File: src/include/core_defines.svh
`ifndef CORE_DEFINES_SVH
`define CORE_DEFINES_SVH

// datapath and instruction word width
`define CORE_XLEN 32

// architectural register file
`define CORE_NUM_REGS 32
`define CORE_REG_AW 5

// decoded ops buffered between decode and execute
`define CORE_IQ_DEPTH 4

`endif

File: src/design/core_pkg.sv
`default_nettype none

`include "core_defines.svh"

package core_pkg;

	// major opcodes handled by this core
	typedef enum logic [6:0] {
		OPC_OP     = 7'b0110011,
		OPC_OP_IMM = 7'b0010011
	} opcode_e;

	typedef enum logic [3:0] {
		ALU_ADD,
		ALU_SUB,
		ALU_AND,
		ALU_OR,
		ALU_XOR,
		ALU_SLT,
		ALU_SLTU,
		ALU_SLL,
		ALU_SRL,
		ALU_SRA
	} alu_op_e;

	// register-register layout
	typedef struct packed {
		logic [6:0]              funct7;
		logic [`CORE_REG_AW-1:0] rs2;
		logic [`CORE_REG_AW-1:0] rs1;
		logic [2:0]              funct3;
		logic [`CORE_REG_AW-1:0] rd;
		opcode_e                 opcode;
	} r_fmt_t;

	// immediate layout, imm12 overlays funct7 and rs2
	typedef struct packed {
		logic [11:0]             imm12;
		logic [`CORE_REG_AW-1:0] rs1;
		logic [2:0]              funct3;
		logic [`CORE_REG_AW-1:0] rd;
		opcode_e                 opcode;
	} i_fmt_t;

	typedef union packed {
		r_fmt_t r;
		i_fmt_t i;
	} instr_u;

	// one decoded op as it travels to execute
	typedef struct packed {
		alu_op_e                 alu_op;
		logic                    use_imm;
		logic                    illegal;
		logic [`CORE_REG_AW-1:0] rd;
		logic [`CORE_REG_AW-1:0] rs1;
		logic [`CORE_REG_AW-1:0] rs2;
		logic [`CORE_XLEN-1:0]   imm;
	} dec_op_t;

endpackage

`default_nettype wire

File: src/design/op_wb_if.sv
`timescale 1ns/1ps
`default_nettype none

// wishbone classic link carrying decoded ops
interface op_wb_if;
	import core_pkg::*;

	logic    cyc;
	logic    stb;
	logic    ack;
	dec_op_t dat;

	modport master (
		output cyc,
		output stb,
		output dat,
		input  ack
	);

	modport slave (
		input  cyc,
		input  stb,
		input  dat,
		output ack
	);

endinterface

`default_nettype wire

File: src/design/exec_unit.sv
`timescale 1ns/1ps
`default_nettype none

`include "core_defines.svh"

module exec_unit (
	input  logic                    clk,
	input  logic                    rst_n,
	op_wb_if.slave                  op_i,
	input  logic                    retire_ready_i,
	output logic                    retire_valid_o,
	output logic [`CORE_REG_AW-1:0] retire_rd_o,
	output logic [`CORE_XLEN-1:0]   retire_data_o,
	output logic                    retire_illegal_o
);
	import core_pkg::*;

	localparam int SHAMT_W = $clog2(`CORE_XLEN);

	logic                  accept;
	logic                  wr_en;
	logic [`CORE_XLEN-1:0] rs1_data;
	logic [`CORE_XLEN-1:0] rs2_data;
	logic [`CORE_XLEN-1:0] src_b;
	logic [`CORE_XLEN-1:0] result;
	logic [SHAMT_W-1:0]    shamt;

	// take a new op when the retire slot is empty or draining now
	assign op_i.ack = !retire_valid_o || retire_ready_i;
	assign accept = op_i.cyc && op_i.stb && op_i.ack;
	assign wr_en = accept && !op_i.dat.illegal;

	reg_file reg_file (
		.clk        (clk),
		.rst_n      (rst_n),
		.rs1_addr_i (op_i.dat.rs1),
		.rs2_addr_i (op_i.dat.rs2),
		.rs1_data_o (rs1_data),
		.rs2_data_o (rs2_data),
		.we_i       (wr_en),
		.rd_addr_i  (op_i.dat.rd),
		.rd_data_i  (result)
	);

	assign src_b = op_i.dat.use_imm ? op_i.dat.imm : rs2_data;
	assign shamt = src_b[SHAMT_W-1:0];

	always_comb begin
		case (op_i.dat.alu_op)
			ALU_ADD:  result = rs1_data + src_b;
			ALU_SUB:  result = rs1_data - src_b;
			ALU_AND:  result = rs1_data & src_b;
			ALU_OR:   result = rs1_data | src_b;
			ALU_XOR:  result = rs1_data ^ src_b;
			ALU_SLT:  result = `CORE_XLEN'($signed(rs1_data) < $signed(src_b));
			ALU_SLTU: result = `CORE_XLEN'(rs1_data < src_b);
			ALU_SLL:  result = rs1_data << shamt;
			ALU_SRL:  result = rs1_data >> shamt;
			ALU_SRA:  result = $unsigned($signed(rs1_data) >>> shamt);
			default:  result = '0;
		endcase
	end

	always_ff @(posedge clk or negedge rst_n) begin
		if (!rst_n) begin
			retire_valid_o <= 1'b0;
		end else if (accept) begin
			retire_valid_o <= 1'b1;
		end else if (retire_ready_i) begin
			retire_valid_o <= 1'b0;
		end
	end

	// report what rd holds after the write
	always_ff @(posedge clk) begin
		if (accept) begin
			retire_rd_o <= op_i.dat.rd;
			retire_illegal_o <= op_i.dat.illegal;
			if (op_i.dat.illegal || op_i.dat.rd == '0) begin
				retire_data_o <= '0;
			end else begin
				retire_data_o <= result;
			end
		end
	end

	retire_held: assert property (@(posedge clk) disable iff (!rst_n)
		retire_valid_o && !retire_ready_i |=>
			retire_valid_o && $stable(retire_rd_o) && $stable(retire_data_o) &&
			$stable(retire_illegal_o));

endmodule

`default_nettype wire

File: src/design/inst_decoder.sv
`timescale 1ns/1ps
`default_nettype none

`include "core_defines.svh"

module inst_decoder (
	input  logic             clk,
	input  logic             rst_n,
	input  logic             ins_cyc_i,
	input  logic             ins_stb_i,
	input  core_pkg::instr_u ins_dat_i,
	output logic             ins_ack_o,
	op_wb_if.master          op_o
);
	import core_pkg::*;

	dec_op_t dec;
	dec_op_t slot_q;
	logic    slot_vld;
	logic    slot_free;
	logic    capture;
	logic    f7_zero;
	logic    f7_alt;

	// default op for each funct3, alternate forms patched below
	function automatic alu_op_e base_op(input logic [2:0] funct3);
		case (funct3)
			3'b000:  return ALU_ADD;
			3'b001:  return ALU_SLL;
			3'b010:  return ALU_SLT;
			3'b011:  return ALU_SLTU;
			3'b100:  return ALU_XOR;
			3'b101:  return ALU_SRL;
			3'b110:  return ALU_OR;
			default: return ALU_AND;
		endcase
	endfunction

	assign f7_zero = ins_dat_i.r.funct7 == 7'b0000000;
	assign f7_alt = ins_dat_i.r.funct7 == 7'b0100000;

	always_comb begin
		dec.alu_op = base_op(ins_dat_i.r.funct3);
		dec.use_imm = 1'b0;
		dec.illegal = 1'b0;
		dec.rd = ins_dat_i.r.rd;
		dec.rs1 = ins_dat_i.r.rs1;
		dec.rs2 = ins_dat_i.r.rs2;
		dec.imm = {{(`CORE_XLEN - 12){ins_dat_i.i.imm12[11]}}, ins_dat_i.i.imm12};
		case (ins_dat_i.r.opcode)
			OPC_OP: begin
				if (f7_alt && ins_dat_i.r.funct3 == 3'b000) begin
					dec.alu_op = ALU_SUB;
				end else if (f7_alt && ins_dat_i.r.funct3 == 3'b101) begin
					dec.alu_op = ALU_SRA;
				end else if (!f7_zero) begin
					dec.illegal = 1'b1;
				end
			end
			OPC_OP_IMM: begin
				dec.use_imm = 1'b1;
				// shifts keep funct7 in the upper immediate bits
				if (ins_dat_i.r.funct3[1:0] == 2'b01) begin
					if (f7_alt && ins_dat_i.r.funct3[2]) begin
						dec.alu_op = ALU_SRA;
					end else if (!f7_zero) begin
						dec.illegal = 1'b1;
					end
				end
			end
			default: dec.illegal = 1'b1;
		endcase
	end

	// slot may refill on the edge it drains
	assign slot_free = !slot_vld || op_o.ack;
	assign capture = ins_cyc_i && ins_stb_i && !ins_ack_o && slot_free;

	always_ff @(posedge clk or negedge rst_n) begin
		if (!rst_n) begin
			ins_ack_o <= 1'b0;
			slot_vld <= 1'b0;
		end else begin
			ins_ack_o <= capture;
			if (capture) begin
				slot_vld <= 1'b1;
			end else if (op_o.ack) begin
				slot_vld <= 1'b0;
			end
		end
	end

	always_ff @(posedge clk) begin
		if (capture) begin
			slot_q <= dec;
		end
	end

	assign op_o.cyc = slot_vld;
	assign op_o.stb = slot_vld;
	assign op_o.dat = slot_q;

	// the master keeps the word on the bus until it is acked
	word_held: assert property (@(posedge clk) disable iff (!rst_n)
		ins_cyc_i && ins_stb_i && !ins_ack_o |=> ins_stb_i && $stable(ins_dat_i));

endmodule

`default_nettype wire

File: src/design/issue_queue.sv
`timescale 1ns/1ps
`default_nettype none

`include "core_defines.svh"

module issue_queue (
	input  logic    clk,
	input  logic    rst_n,
	op_wb_if.slave  wr_i,
	op_wb_if.master rd_o
);
	import core_pkg::*;

	localparam int DEPTH = `CORE_IQ_DEPTH;
	localparam int PTR_W = (DEPTH > 1) ? $clog2(DEPTH) : 1;
	localparam int CNT_W = $clog2(DEPTH + 1);

	dec_op_t          mem [DEPTH];
	logic [PTR_W-1:0] wr_ptr;
	logic [PTR_W-1:0] rd_ptr;
	logic [CNT_W-1:0] count;
	logic             push;
	logic             pop;

	// wrap explicitly so any depth works
	function automatic logic [PTR_W-1:0] ptr_next(input logic [PTR_W-1:0] ptr);
		if (ptr == PTR_W'(DEPTH - 1)) begin
			return '0;
		end
		return ptr + 1'b1;
	endfunction

	assign wr_i.ack = count != CNT_W'(DEPTH);
	assign push = wr_i.cyc && wr_i.stb && wr_i.ack;

	assign rd_o.cyc = count != '0;
	assign rd_o.stb = count != '0;
	assign rd_o.dat = mem[rd_ptr];
	assign pop = rd_o.stb && rd_o.ack;

	always_ff @(posedge clk or negedge rst_n) begin
		if (!rst_n) begin
			wr_ptr <= '0;
			rd_ptr <= '0;
			count <= '0;
		end else begin
			if (push) begin
				wr_ptr <= ptr_next(wr_ptr);
			end
			if (pop) begin
				rd_ptr <= ptr_next(rd_ptr);
			end
			case ({push, pop})
				2'b10:   count <= count + 1'b1;
				2'b01:   count <= count - 1'b1;
				default: count <= count;
			endcase
		end
	end

	always_ff @(posedge clk) begin
		if (push) begin
			mem[wr_ptr] <= wr_i.dat;
		end
	end

	count_in_range: assert property (@(posedge clk) disable iff (!rst_n)
		count <= CNT_W'(DEPTH));

endmodule

`default_nettype wire

File: src/design/reg_file.sv
`timescale 1ns/1ps
`default_nettype none

`include "core_defines.svh"

module reg_file (
	input  logic                    clk,
	input  logic                    rst_n,
	input  logic [`CORE_REG_AW-1:0] rs1_addr_i,
	input  logic [`CORE_REG_AW-1:0] rs2_addr_i,
	output logic [`CORE_XLEN-1:0]   rs1_data_o,
	output logic [`CORE_XLEN-1:0]   rs2_data_o,
	input  logic                    we_i,
	input  logic [`CORE_REG_AW-1:0] rd_addr_i,
	input  logic [`CORE_XLEN-1:0]   rd_data_i
);

	logic [`CORE_XLEN-1:0] regs [`CORE_NUM_REGS];

	always_ff @(posedge clk or negedge rst_n) begin
		if (!rst_n) begin
			for (int i = 0; i < `CORE_NUM_REGS; i++) begin
				regs[i] <= '0;
			end
		end else if (we_i && rd_addr_i != '0) begin
			regs[rd_addr_i] <= rd_data_i;
		end
	end

	// x0 is hard-wired
	assign rs1_data_o = (rs1_addr_i == '0) ? '0 : regs[rs1_addr_i];
	assign rs2_data_o = (rs2_addr_i == '0) ? '0 : regs[rs2_addr_i];

endmodule

`default_nettype wire

File: src/design/rv_alu_core.sv
`timescale 1ns/1ps
`default_nettype none

`include "core_defines.svh"

module rv_alu_core (
	input  logic                    clk,
	input  logic                    rst_n,
	input  logic                    ins_cyc_i,
	input  logic                    ins_stb_i,
	// write-only port, we is not decoded
	input  logic                    ins_we_i,
	input  logic [`CORE_XLEN-1:0]   ins_dat_i,
	output logic                    ins_ack_o,
	input  logic                    retire_ready_i,
	output logic                    retire_valid_o,
	output logic [`CORE_REG_AW-1:0] retire_rd_o,
	output logic [`CORE_XLEN-1:0]   retire_data_o,
	output logic                    retire_illegal_o
);

	op_wb_if dec_to_iq ();
	op_wb_if iq_to_ex ();

	inst_decoder inst_decoder (
		.clk       (clk),
		.rst_n     (rst_n),
		.ins_cyc_i (ins_cyc_i),
		.ins_stb_i (ins_stb_i),
		.ins_dat_i (ins_dat_i),
		.ins_ack_o (ins_ack_o),
		.op_o      (dec_to_iq.master)
	);

	issue_queue issue_queue (
		.clk   (clk),
		.rst_n (rst_n),
		.wr_i  (dec_to_iq.slave),
		.rd_o  (iq_to_ex.master)
	);

	exec_unit exec_unit (
		.clk              (clk),
		.rst_n            (rst_n),
		.op_i             (iq_to_ex.slave),
		.retire_ready_i   (retire_ready_i),
		.retire_valid_o   (retire_valid_o),
		.retire_rd_o      (retire_rd_o),
		.retire_data_o    (retire_data_o),
		.retire_illegal_o (retire_illegal_o)
	);

endmodule

`default_nettype wire

File: config.mk
export PLATFORM = sky130hd
export DESIGN_NAME = rv_alu_core
export DESIGN_NICKNAME = d
export VERILOG_FILES = /design/src/design/core_pkg.sv /design/src/design/op_wb_if.sv /design/src/design/exec_unit.sv /design/src/design/inst_decoder.sv /design/src/design/issue_queue.sv /design/src/design/reg_file.sv /design/src/design/rv_alu_core.sv
export VERILOG_INCLUDE_DIRS = /design/src /design/src/include
export SDC_FILE = /design/constraint.sdc
export NUM_CORES = 2
export LEC_CHECK = 0
export ABC_CLOCK_PERIOD_IN_PS = 6700
export BUFFER_PORTS_ARGS = -buffer_cell sky130_fd_sc_hd__buf_2
export CORE_ASPECT_RATIO = 0.9
export CORE_UTILIZATION = 55
export CTS_BUF_LIST = sky130_fd_sc_hd__clkbuf_16
export CTS_CLUSTER_SIZE = 16
export DETAILED_ROUTE_END_ITERATION = 16
export MAX_ROUTING_LAYER = met4
export PLACE_DENSITY_LB_ADDON = 0.08
export RECOVER_POWER = 25
export SLEW_MARGIN = 20
export SYNTH_ARGS = -nofsm -noshare
export SYNTH_HDL_FRONTEND = slang
export SYNTH_HIERARCHICAL = 1
export SYNTH_SLANG_ARGS = --single-unit
File: constraint.sdc
create_clock -name clk -period 6.7 [get_ports clk]
set_input_delay 0.67 -clock clk [delete_from_list [all_inputs] [get_ports clk]]
set_output_delay 0.67 -clock clk [all_outputs]
set_load 0.005 [all_outputs]
==> results.json <==
{
  "outcome": "finished, violations left",
  "violations": "max-capacitance violations, max-slew violations",
  "setup_ws_ps": 76.3,
  "clkSinkCount": 1312,
  "dp.cells": 7571,
  "synthArstFlopShare_pct": 78.8,
  "clockBufferDepth": 3,
  "dp_slack_ps": -224,
  "wire_per_inst_um": 34.2,
  "dr_total_vias": 54200,
  "place_area_mm2": 0.0816,
  "drtAntennaViolNets": 0,
  "path_max_fanout": 31,
  "start_util_pct": 55.8,
  "synthFlopType": "dfrtp_1",
  "grt_antenna_before_repair": 8,
  "synth_top_area_share_pct": 34.6,
  "cts_tree": "built",
  "die_x_um": 390,
  "clock_latency_ps": 790,
  "crit_arrival_ps": 7270,
  "clk_pin_slew_worst_paths_ps": 60,
  "area_growth_pct": 15.8,
  "layoutNonFillerInstCount": 7841,
  "h-tree-depth": 4,
  "worstSetupEndpointType": "flip-flop",
  "slew_violations": 247,
  "netlist-cell-type-count": 96,
  "pin_count": 78,
  "remaining_drc_errors": 0,
  "synth_area_mm2": 0.0747,
  "hold_path.class": "primary input to flip-flop",
  "crit_path_frequent_cell": "buf_4",
  "num_rows": 127,
  "grtUsageTotal_pct": 40.5,
  "synth_area_leaders": "dfrtp_1, mux2_2, mux4_2",
  "crit_path_max_incr_delay_ps": 640,
  "first_global_vias": 53100,
  "relSlewSlack_pct": -242,
  "clockRootBuffer": "clkbuf_16",
  "yosys-top-cells-count": "mux2_2, dfrtp_1, mux4_2",
  "crit_type": "flip-flop to flip-flop",
  "die_y_um": 352,
  "yosysSeqAreaShare_pct": 45.8,
  "cts-buffers-inserted": 140,
  "slowest_stage": "a211oi_1",
  "synth_fp_nets": 5689,
  "hold_viol_final": 0,
  "clock.fmax_mhz": 151,
  "syn_area_per_cell_um2": 13.5,
  "grt_max_degree": 168,
  "drv_cap": 4,
  "tns_ps": 0,
  "place.gp.congestion": 1.02,
  "syn_inst": 5544,
  "layout-drive-gt1-share_pct": 45.4,
  "synth_edf_count": 278,
  "fin_crit_ps": 6620,
  "required_ps": 7340,
  "dr.first_iter.drc_count": 6292,
  "portBuffers": 76,
  "grt_pass1_wl_mm": 385,
  "dr.pass1.iters": 6,
  "final_area_mm2": 0.0865,
  "fin_nets": 6064,
  "avgViaCountPerCell": 6.92,
  "dp_hpwl_mm": 182,
  "setup_viol": 0,
  "worst_pin_slew_ps": 5130,
  "drt-total-wl_mm": 268,
  "synth.largest_area_cell": "dfrtp_1",
  "fin_skew_ps": 56.8,
  "post-synth-top-count-cell": "mux2_2",
  "gr-total-overflow": 0,
  "ys_warn_count": 6,
  "start_kind": "flip-flop",
  "yosys_register_bits": 1312,
  "fin_crit_sh_pct": 98.9,
  "die_area_mm2": 0.137,
  "core_mm2": 0.134
}
-- critical path, delay by kind of cell (launching register included) --
kind	cells	cell delay, ps
compound gates	8	2060
xor+xnor	1	80
fa+ha+maj	1	220
buf+inv	9	1960
flops	1	540
mux	3	1120
simple gates	3	410
-- cells by family after synthesis --
family | after synthesis | share of synthesized area [%]
simple gates | 688 | 4.43
flops | 1312 | 45.8
compound gates | 860 | 7.93
mux | 1844 | 35.3
fa+ha+maj | 107 | 1.82
buf+inv | 702 | 4.38
xor+xnor | 31 | 0.363
-- metrics by stage --
step | hold WS [ps] | utilization (%)
floorplan | 374 | -
global placement | 376 | 60.9
detailed placement | 382 | 60.9
finish | 70.7 | 64.6
CTS | 26.0 | 64.3
global route | 48.4 | 64.6
-- worst paths after layout --
| path | from | to | slack (ps) | cells after the start |
|---|---|---|---|---|
| setup reg to reg | issue_queue/rd_ptr[0] | exec_unit/reg_file/regs[316] | 80 | 25 |
| hold / removal | ins_dat_i[9] | inst_decoder/op_o.dat[44] | 70 | 1 |
| max in group asynchronous | rst_n | exec_unit/reg_file/regs[844] | 1050 | 3 |
| setup / recovery | issue_queue/rd_ptr[0] | exec_unit/reg_file/regs[316] | 80 | 25 |
| min in group asynchronous | rst_n | exec_unit/reg_file/regs[1018] | 2520 | 2 |
| hold reg to reg | exec_unit/reg_file/regs[1016] | exec_unit/reg_file/regs[1016] | 390 | 0 |
-- metal layers --
| metal | share of wire, % | track usage [%] |
|---|---|---|
| met5 | 0 | - |
| met2 | 43 | 56.4 |
| met4 | 4.9 | 17.2 |
| met1 | 42 | 57.8 |
| met3 | 9.7 | 7.98 |
-- cell type report --
cell class / count / area (µm²)
diodes: 6 / 15.0
clock buffers: 143 / 3580
clock inverters: 109 / 877
fillers: 10100 / 47400
inverters: 113 / 432
multi-input cells: 3530 / 38000
flip-flops and latches: 1312 / 34200
well taps: 1806 / 2260
repair buffers: 822 / 7100
-- cells in the final DEF, fill, tap and decap left out, types with 12 or more instances in the layout --
cell / synthesis / layout
a221oi_1: 58 / 55
buf_2: 209 / 56
edfxtp_1: 278 / 278
clkbuf_1: 286 / 22
nor2_4: 0 / 14
clkbuf_16: 0 / 144
and3_1: 19 / 17
mux4_2: 513 / 511
nor2_1: 156 / 141
a22oi_1: 80 / 79
buf_12: 5 / 81
mux2i_1: 257 / 248
nand2_2: 0 / 12
xnor2_1: 27 / 26
nand3_1: 38 / 35
o2111ai_1: 22 / 20
a21oi_1: 129 / 125
a31oi_1: 30 / 29
buf_4: 66 / 647
dfrtp_1: 1034 / 1032
or3_1: 14 / 12
inv_1: 107 / 136
o21ai_0: 182 / 170
nand2b_1: 15 / 13
o211ai_1: 36 / 36
mux2_2: 1054 / 1054
ha_1: 104 / 98
a21o_1: 14 / 14
a311oi_1: 68 / 37
nor2b_1: 106 / 101
clkinv_1: 1 / 31
clkinv_2: 0 / 22
a311oi_2: 0 / 24
nor4_1: 14 / 12
o21ai_1: 20 / 29
a211oi_1: 100 / 95
nand2_1: 227 / 215
o31ai_1: 20 / 20
nor3_1: 38 / 32
-- registers in the layout, indices dropped and copies added (netlist names) --
register,flops
issue_queue/wr_ptr,2
exec_unit/retire_illegal_o,1
issue_queue/mem,212
issue_queue/count,3
inst_decoder/ins_ack_o,1
inst_decoder/op_o.dat,28
exec_unit/reg_file/regs,1024
exec_unit/retire_rd_o,5
inst_decoder/op_o.cyc,1
exec_unit/retire_valid_o,1
exec_unit/retire_data_o,32
issue_queue/rd_ptr,2
-- timing repair --
| item | in CTS | in global routing |
|---|---|---|
| hold buffers | 1 | 0 |
| endpoints found under the hold margin | 72 | 0 |
| resized for setup | 17 | 79 |
| endpoints found under the setup margin | 291 | 541 |
| buffers inserted | 4 | 5 |
| gates cloned | 1 | 1 |
| pin swaps | 2 | 16 |
Power is not shown: default switching activity piles up to over one toggle a cycle in this logic, so the estimate is an artifact.
